--- src/include/rsu_macros.svh ---
// Remote update widths and codes
`ifndef RSU_MACROS_SVH
`define RSU_MACROS_SVH

// User data bus
`define RSU_DATA_W        32
// Control and update register image
`define RSU_IMAGE_W       46
// Trigger status field
`define RSU_STATUS_W      5
// Status and image together on the serial chain
`define RSU_CAPTURE_W     51
// Watchdog timeout field
`define RSU_WD_W          12
// Wide enough to count a full 51 bit shift
`define RSU_COUNT_W       6

// User parameter codes
// 001, 110 and 111 stay illegal
`define RSU_P_STATUS      3'b000
`define RSU_P_WD_TIMEOUT  3'b010
`define RSU_P_WD_ENABLE   3'b011
`define RSU_P_BOOT_ADDR   3'b100
`define RSU_P_ANF         3'b101
// Internal select for the read after reset
`define RSU_P_RESET_READ  4'b1000

// Field positions in the image
`define RSU_IMG_WD_MSB    45
`define RSU_IMG_WD_LSB    34
`define RSU_IMG_WD_EN     33
`define RSU_IMG_ADDR_MSB  32
`define RSU_IMG_ADDR_LSB  1
`define RSU_IMG_ANF       0

`endif

--- src/rsu_pkg.sv ---
// Remote update types
`default_nettype none

`include "rsu_macros.svh"

package rsu_pkg;

    // Plain vectors with a meaning
    typedef logic [`RSU_DATA_W-1:0]    data_t;
    typedef logic [2:0]                param_t;
    // User code with a leading zero, or 1000 for the reset read
    typedef logic [3:0]                param_sel_t;
    typedef logic [`RSU_WD_W-1:0]      wd_timeout_t;
    typedef logic [`RSU_DATA_W-1:0]    boot_addr_t;
    typedef logic [`RSU_STATUS_W-1:0]  status_t;
    typedef logic [`RSU_IMAGE_W-1:0]   image_t;
    typedef logic [`RSU_CAPTURE_W-1:0] capture_t;
    typedef logic [`RSU_COUNT_W-1:0]   bit_count_t;

    // Sequencer states
    typedef enum logic [2:0] {
        IDLE,
        CAPTURE_REGS,
        CAPTURE_UPDATE,
        SHIFT_IN,
        SHIFT_OUT,
        UPDATE
    } rsu_state_e;

    // Update block control encoding
    typedef enum logic [1:0] {
        CTL_SHIFT           = 2'b00,
        CTL_UPDATE          = 2'b01,
        CTL_CAPTURE_UPDATE  = 2'b10,
        CTL_CAPTURE_CONTROL = 2'b11
    } ru_ctl_e;

    // Writable fields, MSB first in image order
    typedef struct packed {
        wd_timeout_t wd_timeout;
        logic        wd_enable;
        boot_addr_t  boot_addr;
        logic        anf;
    } shadow_t;

    // Pins toward the update block
    typedef struct packed {
        ru_ctl_e ctl;
        logic    regin;
        logic    rconfig;
        logic    rsttimer;
    } ru_pins_t;

endpackage

`default_nettype wire

--- src/rsu_sequencer.sv ---
// Remote update sequencer
`timescale 1ns/1ps
`default_nettype none

`include "rsu_macros.svh"

module rsu_sequencer import rsu_pkg::*; (
    input  logic       clock,
    input  logic       reset,
    input  logic       write_param,
    input  logic       read_param,
    input  param_t     param,
    input  logic       ctl_nupdt,
    input  logic       reconfig,
    input  logic       reset_timer,
    input  logic       shift_out_done,
    output logic       write_accept,
    output param_sel_t param_sel,
    output bit_count_t bit_count,
    output logic       shift_out_en,
    output logic       shift_in_en,
    output logic       image_valid,
    output ru_ctl_e    ru_ctl,
    output logic       rconfig,
    output logic       rsttimer,
    output logic       busy
);

    rsu_state_e state;
    rsu_state_e next_state;
    logic       read_req;
    logic       write_req;
    logic       read_accept;
    logic       idle_free;
    logic       reset_trigger;
    logic       reset_sync;
    logic       post_read;
    logic       done_q;
    logic       shift_in_done;

    // Two stage trigger, starts the update register read after reset
    always_ff @(posedge clock or posedge reset) begin
        if (reset) begin
            reset_trigger <= 1'b1;
            reset_sync    <= 1'b1;
        end else begin
            reset_trigger <= reset_sync;
            reset_sync    <= 1'b0;
        end
    end

    // Requests only land in a quiet IDLE
    assign idle_free    = (state == IDLE) && !busy;
    assign read_accept  = read_param && idle_free;
    // Read wins over write
    assign write_accept = write_param && idle_free && !read_param;

    // Request flags hold through the operation, drop in the first IDLE cycle
    always_ff @(posedge clock or posedge reset) begin
        if (reset) begin
            read_req  <= 1'b0;
            write_req <= 1'b0;
        end else if (read_accept || write_accept) begin
            read_req  <= read_accept;
            write_req <= write_accept;
        end else if (state == IDLE) begin
            read_req  <= 1'b0;
            write_req <= 1'b0;
        end
    end

    // Select follows the user code, reset read takes the whole chain
    always_ff @(posedge clock or posedge reset) begin
        if (reset) begin
            param_sel <= '0;
        end else if (state == CAPTURE_UPDATE) begin
            param_sel <= `RSU_P_RESET_READ;
        end else if (read_accept || write_accept) begin
            param_sel <= {1'b0, param};
        end
    end

    // Post-reset read tracking and shadow load strobe
    always_ff @(posedge clock or posedge reset) begin
        if (reset) begin
            post_read   <= 1'b0;
            done_q      <= 1'b0;
            image_valid <= 1'b0;
        end else begin
            done_q      <= shift_out_done;
            image_valid <= done_q && post_read;
            if (state == CAPTURE_UPDATE) begin
                post_read <= 1'b1;
            end else if (done_q) begin
                post_read <= 1'b0;
            end
        end
    end

    always_ff @(posedge clock or posedge reset) begin
        if (reset) begin
            state <= IDLE;
        end else begin
            state <= next_state;
        end
    end

    always_comb begin
        next_state = state;
        case (state)
            IDLE: begin
                if (reset_trigger) begin
                    next_state = CAPTURE_UPDATE;
                end else if (read_accept) begin
                    next_state = CAPTURE_REGS;
                end else if (write_accept) begin
                    next_state = SHIFT_IN;
                end
            end
            CAPTURE_REGS:   next_state = SHIFT_OUT;
            CAPTURE_UPDATE: next_state = SHIFT_OUT;
            SHIFT_OUT: begin
                if (shift_out_done) begin
                    next_state = IDLE;
                end
            end
            SHIFT_IN: begin
                if (shift_in_done) begin
                    next_state = UPDATE;
                end
            end
            UPDATE:         next_state = IDLE;
            default:        next_state = IDLE;
        endcase
    end

    assign shift_out_en = (state == SHIFT_OUT);
    assign shift_in_en  = (state == SHIFT_IN);

    // Counts shift cycles, zero outside the shift states
    always_ff @(posedge clock or posedge reset) begin
        if (reset) begin
            bit_count <= '0;
        end else if (shift_out_en || shift_in_en) begin
            bit_count <= bit_count + 1'b1;
        end else begin
            bit_count <= '0;
        end
    end

    // First shift-in cycle primes the image shifter
    // Image bit k goes out while the count is k+1, so stop at 46
    assign shift_in_done = write_req && (bit_count == bit_count_t'(`RSU_IMAGE_W));

    always_comb begin
        case (state)
            CAPTURE_UPDATE: ru_ctl = CTL_CAPTURE_UPDATE;
            SHIFT_OUT,
            SHIFT_IN:       ru_ctl = CTL_SHIFT;
            UPDATE:         ru_ctl = CTL_UPDATE;
            // IDLE and CAPTURE_REGS follow the user register choice
            default:        ru_ctl = ctl_nupdt ? CTL_CAPTURE_CONTROL : CTL_CAPTURE_UPDATE;
        endcase
    end

    assign busy = (state != IDLE) || reset_trigger || post_read || image_valid ||
                  read_req || write_req;

    // Strobes pass straight through only while idle
    assign rconfig  = reconfig && (state == IDLE);
    assign rsttimer = reset_timer && (state == IDLE);

endmodule

`default_nettype wire

--- src/rsu_shadow_regs.sv ---
// Shadow field registers and image shifter
`timescale 1ns/1ps
`default_nettype none

`include "rsu_macros.svh"

module rsu_shadow_regs import rsu_pkg::*; (
    input  logic     clock,
    input  logic     reset,
    input  logic     write_accept,
    input  param_t   param,
    input  data_t    data_in,
    input  logic     image_valid,
    input  capture_t captured,
    input  logic     shift_in_en,
    output logic     regin
);

    shadow_t shadow_q;
    image_t  image_q;
    logic    shift_q;

    // Local copy of every writable field
    // A write only touches its own field, the rest is rebuilt on each shift-in
    always_ff @(posedge clock or posedge reset) begin
        if (reset) begin
            shadow_q <= '0;
        end else if (write_accept) begin
            case (param)
                `RSU_P_WD_TIMEOUT: shadow_q.wd_timeout <= data_in[`RSU_WD_W-1:0];
                `RSU_P_WD_ENABLE:  shadow_q.wd_enable  <= data_in[0];
                `RSU_P_BOOT_ADDR:  shadow_q.boot_addr  <= data_in;
                `RSU_P_ANF:        shadow_q.anf        <= data_in[0];
                // Status is read only
                default:           shadow_q            <= shadow_q;
            endcase
        end else if (image_valid) begin
            // Update register contents from the read after reset
            shadow_q.wd_timeout <= captured[`RSU_IMG_WD_MSB:`RSU_IMG_WD_LSB];
            shadow_q.wd_enable  <= captured[`RSU_IMG_WD_EN];
            shadow_q.boot_addr  <= captured[`RSU_IMG_ADDR_MSB:`RSU_IMG_ADDR_LSB];
            shadow_q.anf        <= captured[`RSU_IMG_ANF];
        end
    end

    // Enable lags one cycle behind the counter
    always_ff @(posedge clock or posedge reset) begin
        if (reset) begin
            shift_q <= 1'b0;
        end else begin
            shift_q <= shift_in_en;
        end
    end

    // Reloads from the shadows when not shifting
    // LSB leaves first toward the update register MSB
    always_ff @(posedge clock) begin
        if (shift_q) begin
            image_q <= {1'b0, image_q[`RSU_IMAGE_W-1:1]};
        end else begin
            image_q <= image_t'(shadow_q);
        end
    end

    assign regin = image_q[0];

endmodule

`default_nettype wire

--- src/rsu_readout.sv ---
// Serial readout and field decode
`timescale 1ns/1ps
`default_nettype none

`include "rsu_macros.svh"

module rsu_readout import rsu_pkg::*; (
    input  logic       clock,
    input  logic       reset,
    input  logic       shift_out_en,
    input  param_sel_t param_sel,
    input  bit_count_t bit_count,
    input  logic       regout,
    output logic       shift_out_done,
    output capture_t   captured,
    output data_t      data_out
);

    bit_count_t stop_count;
    logic       sel_legal;
    logic       done_q;
    capture_t   capture_q;
    capture_t   held_q;
    param_sel_t held_sel;

    // Serial order from the update block: image bit 0 first, status bit 4 last
    // Stop once the wanted field's last bit has arrived
    always_comb begin
        sel_legal  = 1'b1;
        stop_count = '0;
        case (param_sel)
            {1'b0, `RSU_P_STATUS}:     stop_count = bit_count_t'(`RSU_CAPTURE_W - 1);
            {1'b0, `RSU_P_WD_TIMEOUT}: stop_count = bit_count_t'(`RSU_IMG_WD_MSB);
            {1'b0, `RSU_P_WD_ENABLE}:  stop_count = bit_count_t'(`RSU_IMG_WD_EN);
            {1'b0, `RSU_P_BOOT_ADDR}:  stop_count = bit_count_t'(`RSU_IMG_ADDR_MSB);
            {1'b0, `RSU_P_ANF}:        stop_count = bit_count_t'(`RSU_IMG_ANF);
            // Whole chain for the shadow load
            `RSU_P_RESET_READ:         stop_count = bit_count_t'(`RSU_CAPTURE_W - 1);
            // Illegal code, finish at once
            default:                   sel_legal  = 1'b0;
        endcase
    end

    assign shift_out_done = shift_out_en && (!sel_legal || (bit_count == stop_count));

    // Bits enter at the top and walk down
    always_ff @(posedge clock) begin
        if (shift_out_en && sel_legal) begin
            capture_q <= {regout, capture_q[`RSU_CAPTURE_W-1:1]};
        end
    end

    always_ff @(posedge clock or posedge reset) begin
        if (reset) begin
            done_q <= 1'b0;
        end else begin
            done_q <= shift_out_done;
        end
    end

    // Held copy stays until the next read completes
    always_ff @(posedge clock) begin
        if (done_q) begin
            held_q <= capture_q;
        end
    end

    // Select of the held copy, decodes to zero until a user read
    always_ff @(posedge clock or posedge reset) begin
        if (reset) begin
            held_sel <= `RSU_P_RESET_READ;
        end else if (done_q) begin
            held_sel <= param_sel;
        end
    end

    assign captured = held_q;

    // Field sits in the top bits, zero extended to the bus
    always_comb begin
        case (held_sel)
            {1'b0, `RSU_P_STATUS}:
                data_out = data_t'(held_q[`RSU_CAPTURE_W-1 -: `RSU_STATUS_W]);
            {1'b0, `RSU_P_WD_TIMEOUT}:
                data_out = data_t'(held_q[`RSU_CAPTURE_W-1 -: `RSU_WD_W]);
            {1'b0, `RSU_P_WD_ENABLE}:
                data_out = data_t'(held_q[`RSU_CAPTURE_W-1]);
            {1'b0, `RSU_P_BOOT_ADDR}:
                data_out = held_q[`RSU_CAPTURE_W-1 -: `RSU_DATA_W];
            {1'b0, `RSU_P_ANF}:
                data_out = data_t'(held_q[`RSU_CAPTURE_W-1]);
            // Illegal codes and the reset read
            default:
                data_out = '0;
        endcase
    end

endmodule

`default_nettype wire

--- src/rsu_top.sv ---
// Remote update controller
`timescale 1ns/1ps
`default_nettype none

module rsu_top import rsu_pkg::*; (
    input  logic     clock,
    input  logic     reset,
    input  data_t    data_in,
    input  param_t   param,
    input  logic     write_param,
    input  logic     read_param,
    // High selects the control register, low the update register
    input  logic     ctl_nupdt,
    input  logic     reconfig,
    input  logic     reset_timer,
    output data_t    data_out,
    output logic     busy,
    // Update block pins
    output ru_pins_t ru_pins,
    input  logic     regout
);

    logic       write_accept;
    param_sel_t param_sel;
    bit_count_t bit_count;
    logic       shift_out_en;
    logic       shift_in_en;
    logic       shift_out_done;
    logic       image_valid;
    capture_t   captured;
    ru_ctl_e    ru_ctl;
    logic       regin;
    logic       rconfig;
    logic       rsttimer;

    rsu_sequencer i_rsu_sequencer (
        .clock          (clock),
        .reset          (reset),
        .write_param    (write_param),
        .read_param     (read_param),
        .param          (param),
        .ctl_nupdt      (ctl_nupdt),
        .reconfig       (reconfig),
        .reset_timer    (reset_timer),
        .shift_out_done (shift_out_done),
        .write_accept   (write_accept),
        .param_sel      (param_sel),
        .bit_count      (bit_count),
        .shift_out_en   (shift_out_en),
        .shift_in_en    (shift_in_en),
        .image_valid    (image_valid),
        .ru_ctl         (ru_ctl),
        .rconfig        (rconfig),
        .rsttimer       (rsttimer),
        .busy           (busy)
    );

    // Shift out path from the update block
    rsu_readout i_rsu_readout (
        .clock          (clock),
        .reset          (reset),
        .shift_out_en   (shift_out_en),
        .param_sel      (param_sel),
        .bit_count      (bit_count),
        .regout         (regout),
        .shift_out_done (shift_out_done),
        .captured       (captured),
        .data_out       (data_out)
    );

    // Shift in path toward the update block
    rsu_shadow_regs i_rsu_shadow_regs (
        .clock          (clock),
        .reset          (reset),
        .write_accept   (write_accept),
        .param          (param),
        .data_in        (data_in),
        .image_valid    (image_valid),
        .captured       (captured),
        .shift_in_en    (shift_in_en),
        .regin          (regin)
    );

    assign ru_pins = '{ctl: ru_ctl, regin: regin, rconfig: rconfig, rsttimer: rsttimer};

endmodule

`default_nettype wire

--- config.mk ---
export PLATFORM = sky130hd
export DESIGN_NAME = rsu_top
export DESIGN_NICKNAME = d
export VERILOG_FILES = /design/src/rsu_pkg.sv /design/src/rsu_sequencer.sv /design/src/rsu_shadow_regs.sv /design/src/rsu_readout.sv /design/src/rsu_top.sv
export VERILOG_INCLUDE_DIRS = /design/src /design/src/include
export SDC_FILE = /design/constraint.sdc
export NUM_CORES = 1
export LEC_CHECK = 0
export ABC_AREA = 1
export ABC_CLOCK_PERIOD_IN_PS = 5650
export BUFFER_PORTS_ARGS = -buffer_cell sky130_fd_sc_hd__buf_2
export CAP_MARGIN = 20
export CORE_MARGIN = 8
export CORE_UTILIZATION = 35
export CTS_BUF_LIST = sky130_fd_sc_hd__clkbuf_8
export DETAILED_ROUTE_END_ITERATION = 7
export PLACE_DENSITY = 0.52
export REMOVE_ABC_BUFFERS = 1
export SYNTH_ARGS = -nofsm -noshare
export SYNTH_HDL_FRONTEND = slang
export SYNTH_SLANG_ARGS = --single-unit
--- constraint.sdc ---
create_clock -name clock -period 5.65 [get_ports clock]
set_clock_uncertainty 0.2 [all_clocks]
set_input_delay 0 -clock clock [delete_from_list [all_inputs] [get_ports clock]]
set_output_delay 0 -clock clock [all_outputs]
set_load 0.005 [all_outputs]
==> flow_metrics.tcl <==
set metrics [dict create \
    drive_gt1_share_pct 19.9 \
    p_leak_nw 4.65 \
    register_area_sq_um 5770 \
    setup_tns_ps 0 \
    slew_headroom_pct 30.6 \
    cts.clk_slew.worst_paths_ps 60 \
    die_area_sq_um 29400 \
    pre_cts_ws_ps 2190 \
    timing.rr.start "i_rsu_sequencer.state[0]" \
    syn-cell-area_sq_um 8470 \
    place_area_sq_um 9170 \
    gp_congestion 0.772 \
    async_flop_share_pct 32.4 \
    grt_start_max_net_pins 72 \
    vdd_drop_max_mv 0.172 \
    fp.coreArea_sq_um 24000 \
    hold_viol 0 \
    n_antenna_cell 0 \
    wl_per_cell_microns 15.3 \
    numCtsBuffers 38 \
    cts_setup_buffers 0 \
    synth_edf_count 102 \
    start_util_pct 35.2 \
    arrival_ps 4130 \
    tightestPinTransition_ps 1040 \
    hold_ws_ps 81.6 \
    yosys.area.top_type_share_pct 36.2 \
    die_h_microns 172 \
    drv_cap 0 \
    path_max_fanout 49 \
    post-synth-top-count-cell "nand2_1" \
    cpMostUsedCell "nand2_1" \
    netSwitchingPower_mw 1.58 \
    synth-seq-cells 219 \
    via_per_inst 4.45 \
    final_cell_area_sq_um 10500 \
    yosys-top-cells-count "207 x nand2_1, 102 x edfxtp_1, 68 x dfrtp_1" \
    fin_crit_sh_pct 68.7 \
    layout_setup_ws_ps 1770 \
    nNetsFinal 965 \
    yosys-top-cells-area "edfxtp_1 36%, dfrtp_1 20%, dfxtp_1 11%" \
    syn_to_final_growth_pct 24.3 \
    critical_path_class "flop to flop" \
    endpoint_kind "flop" \
    io_pins 81 \
    start_kind "flop" \
    grt_setup_unrepaired "false" \
    power_frac_seq_pct 52.2 \
    grt_pass1_vias 5819 \
    cts.htree.levels 2 \
    timing.fmax_ghz 0.258 \
    fill_cells 2308 \
    cts_tree "done" \
    crit_chain "nor2_2, nand3_2, nor2_4, nand2_2, nor2_8, dlygate4sd3_1, nand2_1, dlygate4sd3_1, nand2_1, nand2_1, nand2_1" \
    yosysWarnings 0 \
    p_sw_share_pct 30.4 \
    place_hpwl_microns 12100 \
    die_w_microns 172 \
    post_cts_resize_count 0 \
    cpLargestDelayFamily "buffers and inverters" \
    clockRootBuffer "clkbuf_8" \
    clockBufferDepth 3 \
    io_buffers 80 \
    r2r_setup_slack_ps 1770 \
    drc 0 \
    initialDrtViolationCount 361 \
    p_per_area_nw_per_um2 494 \
    p_int_mw 3.62 \
    stdcell_count 1272 \
    setup_viol 0 \
    final_core_util_pct 43.8 \
    antenna_left 0 \
    syn_avg_cell_area_sq_um 11.1 \
    synth_top_flop_cell "edfxtp_1" \
    worst_skew_pair.late_latency_ps 520 \
    synth_area_leader_cell "edfxtp_1" \
    outcome "finished, final reports clean" \
    routed_wl_microns 19500 \
    slew_violations 0 \
    p_comb_share_pct 22.9 \
    cp_slowest_stage_delay_ps 1090 \
    holdBufCountCts 67 \
    min_from "reconfig" \
    antenna_found_initial 0 \
    clkPwrFrac_pct 25.0 \
    grt_overflow 0 \
    place_inst 1137 \
    hold_path_depth 4 \
    r2r_cells 11 \
    crit_buf_inv 2 \
    min_period_ps 3880 \
    multi_input_area_sq_um 2290 \
    hp-class "input port to output pin" \
    rows 57 \
    grtUsageTotal_pct 13.5 \
    r2r-end "i_rsu_shadow_regs.shadow_q[4]" \
    first_pass_iters 4 \
    vias 5658 \
    min_to "ru_pins[1]" \
    p_total_mw 5.20 \
    grt_pass1_wl_microns 30900 \
    clock_sinks 219 \
    synthCells 762 \
    synth_seq_area_share_pct 68.1 \
    crit_required_ps 5900 \
    cp_slowest_cell "dlygate4sd3_1" \
    synthDistinctLibCells 34 \
]
==> power groups by stage <==
stage | logic [mW] | clock network [mW] | registers [mW]
2_1_floorplan | 0.789 | 0 | 2.70
3_3_place_gp | 1.15 | 0 | 2.74
3_5_place_dp | 1.16 | 0 | 2.74
4_1_cts | 1.22 | 1.34 | 2.72
5_1_grt | 1.36 | 1.41 | 2.79
6_report | 1.19 | 1.30 | 2.71
==> worst min-delay path, cell delays in order <==
cell and delay, ps:
buf_2 90, inv_1 40, nor2_1 30, buf_2 110
==> flip-flops by register name, summed over array words and instances (netlist names) <==
register                       cells
i_rsu_sequencer.post_read          1
i_rsu_sequencer.bit_count          6
i_rsu_sequencer.param_sel          4
i_rsu_sequencer.reset_sync         1
i_rsu_sequencer.state              3
i_rsu_readout.capture_q           51
i_rsu_shadow_regs.image_q         46
i_rsu_readout.held_sel             4
i_rsu_shadow_regs.shadow_q        46
i_rsu_readout.captured            51
i_rsu_sequencer.image_valid        1
i_rsu_readout.done_q               1
i_rsu_sequencer.read_req           1
i_rsu_sequencer.reset_trigger      1
i_rsu_sequencer.write_req          1
i_rsu_shadow_regs.shift_q          1
==> worst max-delay path by stage <==
stage | start | endpoint | slack [ps] | cells after the start
final | i_rsu_sequencer.state[0] | i_rsu_shadow_regs.shadow_q[4] | 1770 | 11
after global routing | i_rsu_sequencer.state[0] | i_rsu_shadow_regs.shadow_q[4] | 1500 | 11
after CTS | i_rsu_sequencer.state[0] | i_rsu_shadow_regs.shadow_q[4] | 1680 | 11
after detailed placement | i_rsu_sequencer.state[0] | i_rsu_shadow_regs.shadow_q[12] | 2190 | 9
after global placement | i_rsu_sequencer.state[0] | i_rsu_shadow_regs.shadow_q[13] | 2310 | 9
after floorplan | i_rsu_sequencer.param_sel[1] | i_rsu_sequencer.state[0] | 1680 | 6
==> final cells by class <==
class,instances,area share [%]
Timing Repair Buffer,152,10.7
Inverter,65,2.32
Tap cell,324,3.85
Multi-Input combinational cell,444,21.8
Sequential cell,219,54.8
Clock inverter,28,1.28
Clock buffer,40,5.23
==> logic make-up after synthesis <==
family,Yosys count,synth area share [%]
simple gates,332,16.5
flops,219,68.1
buf+inv,99,4.91
compound gates,64,4.23
mux,45,5.98
fa+ha+maj,2,0.296
other cells,1,0.0443
==> metal layers <==
metal / global-route usage, % / up-vias / wire, microns / part of all wire (%)
li1: - / 2852 / - / -
met1: 18.1 / 2654 / 9420 / 48
met2: 21.0 / 118 / 8740 / 45
met3: 2.69 / 34 / 887 / 4.5
met4: 5.63 / 0 / 455 / 2.3
met5: 0 / - / 0 / 0
==> placed cells by master, fill, tap and decap left out, types with 3 or more instances in the layout <==
cell type,n
a21oi_1,7
buf_2,80
buf_4,4
clkbuf_8,40
clkinv_1,4
dfrtp_1,66
dfstp_2,3
dfxtp_1,46
dlygate4sd3_1,67
edfxtp_1,102
inv_1,85
mux2_2,45
nand2_1,207
nand3_1,59
nor2_1,49
nor3_1,4
o21ai_0,40
o221ai_1,4
o22ai_1,9
Note: power is estimated with default switching activity, not from simulation.
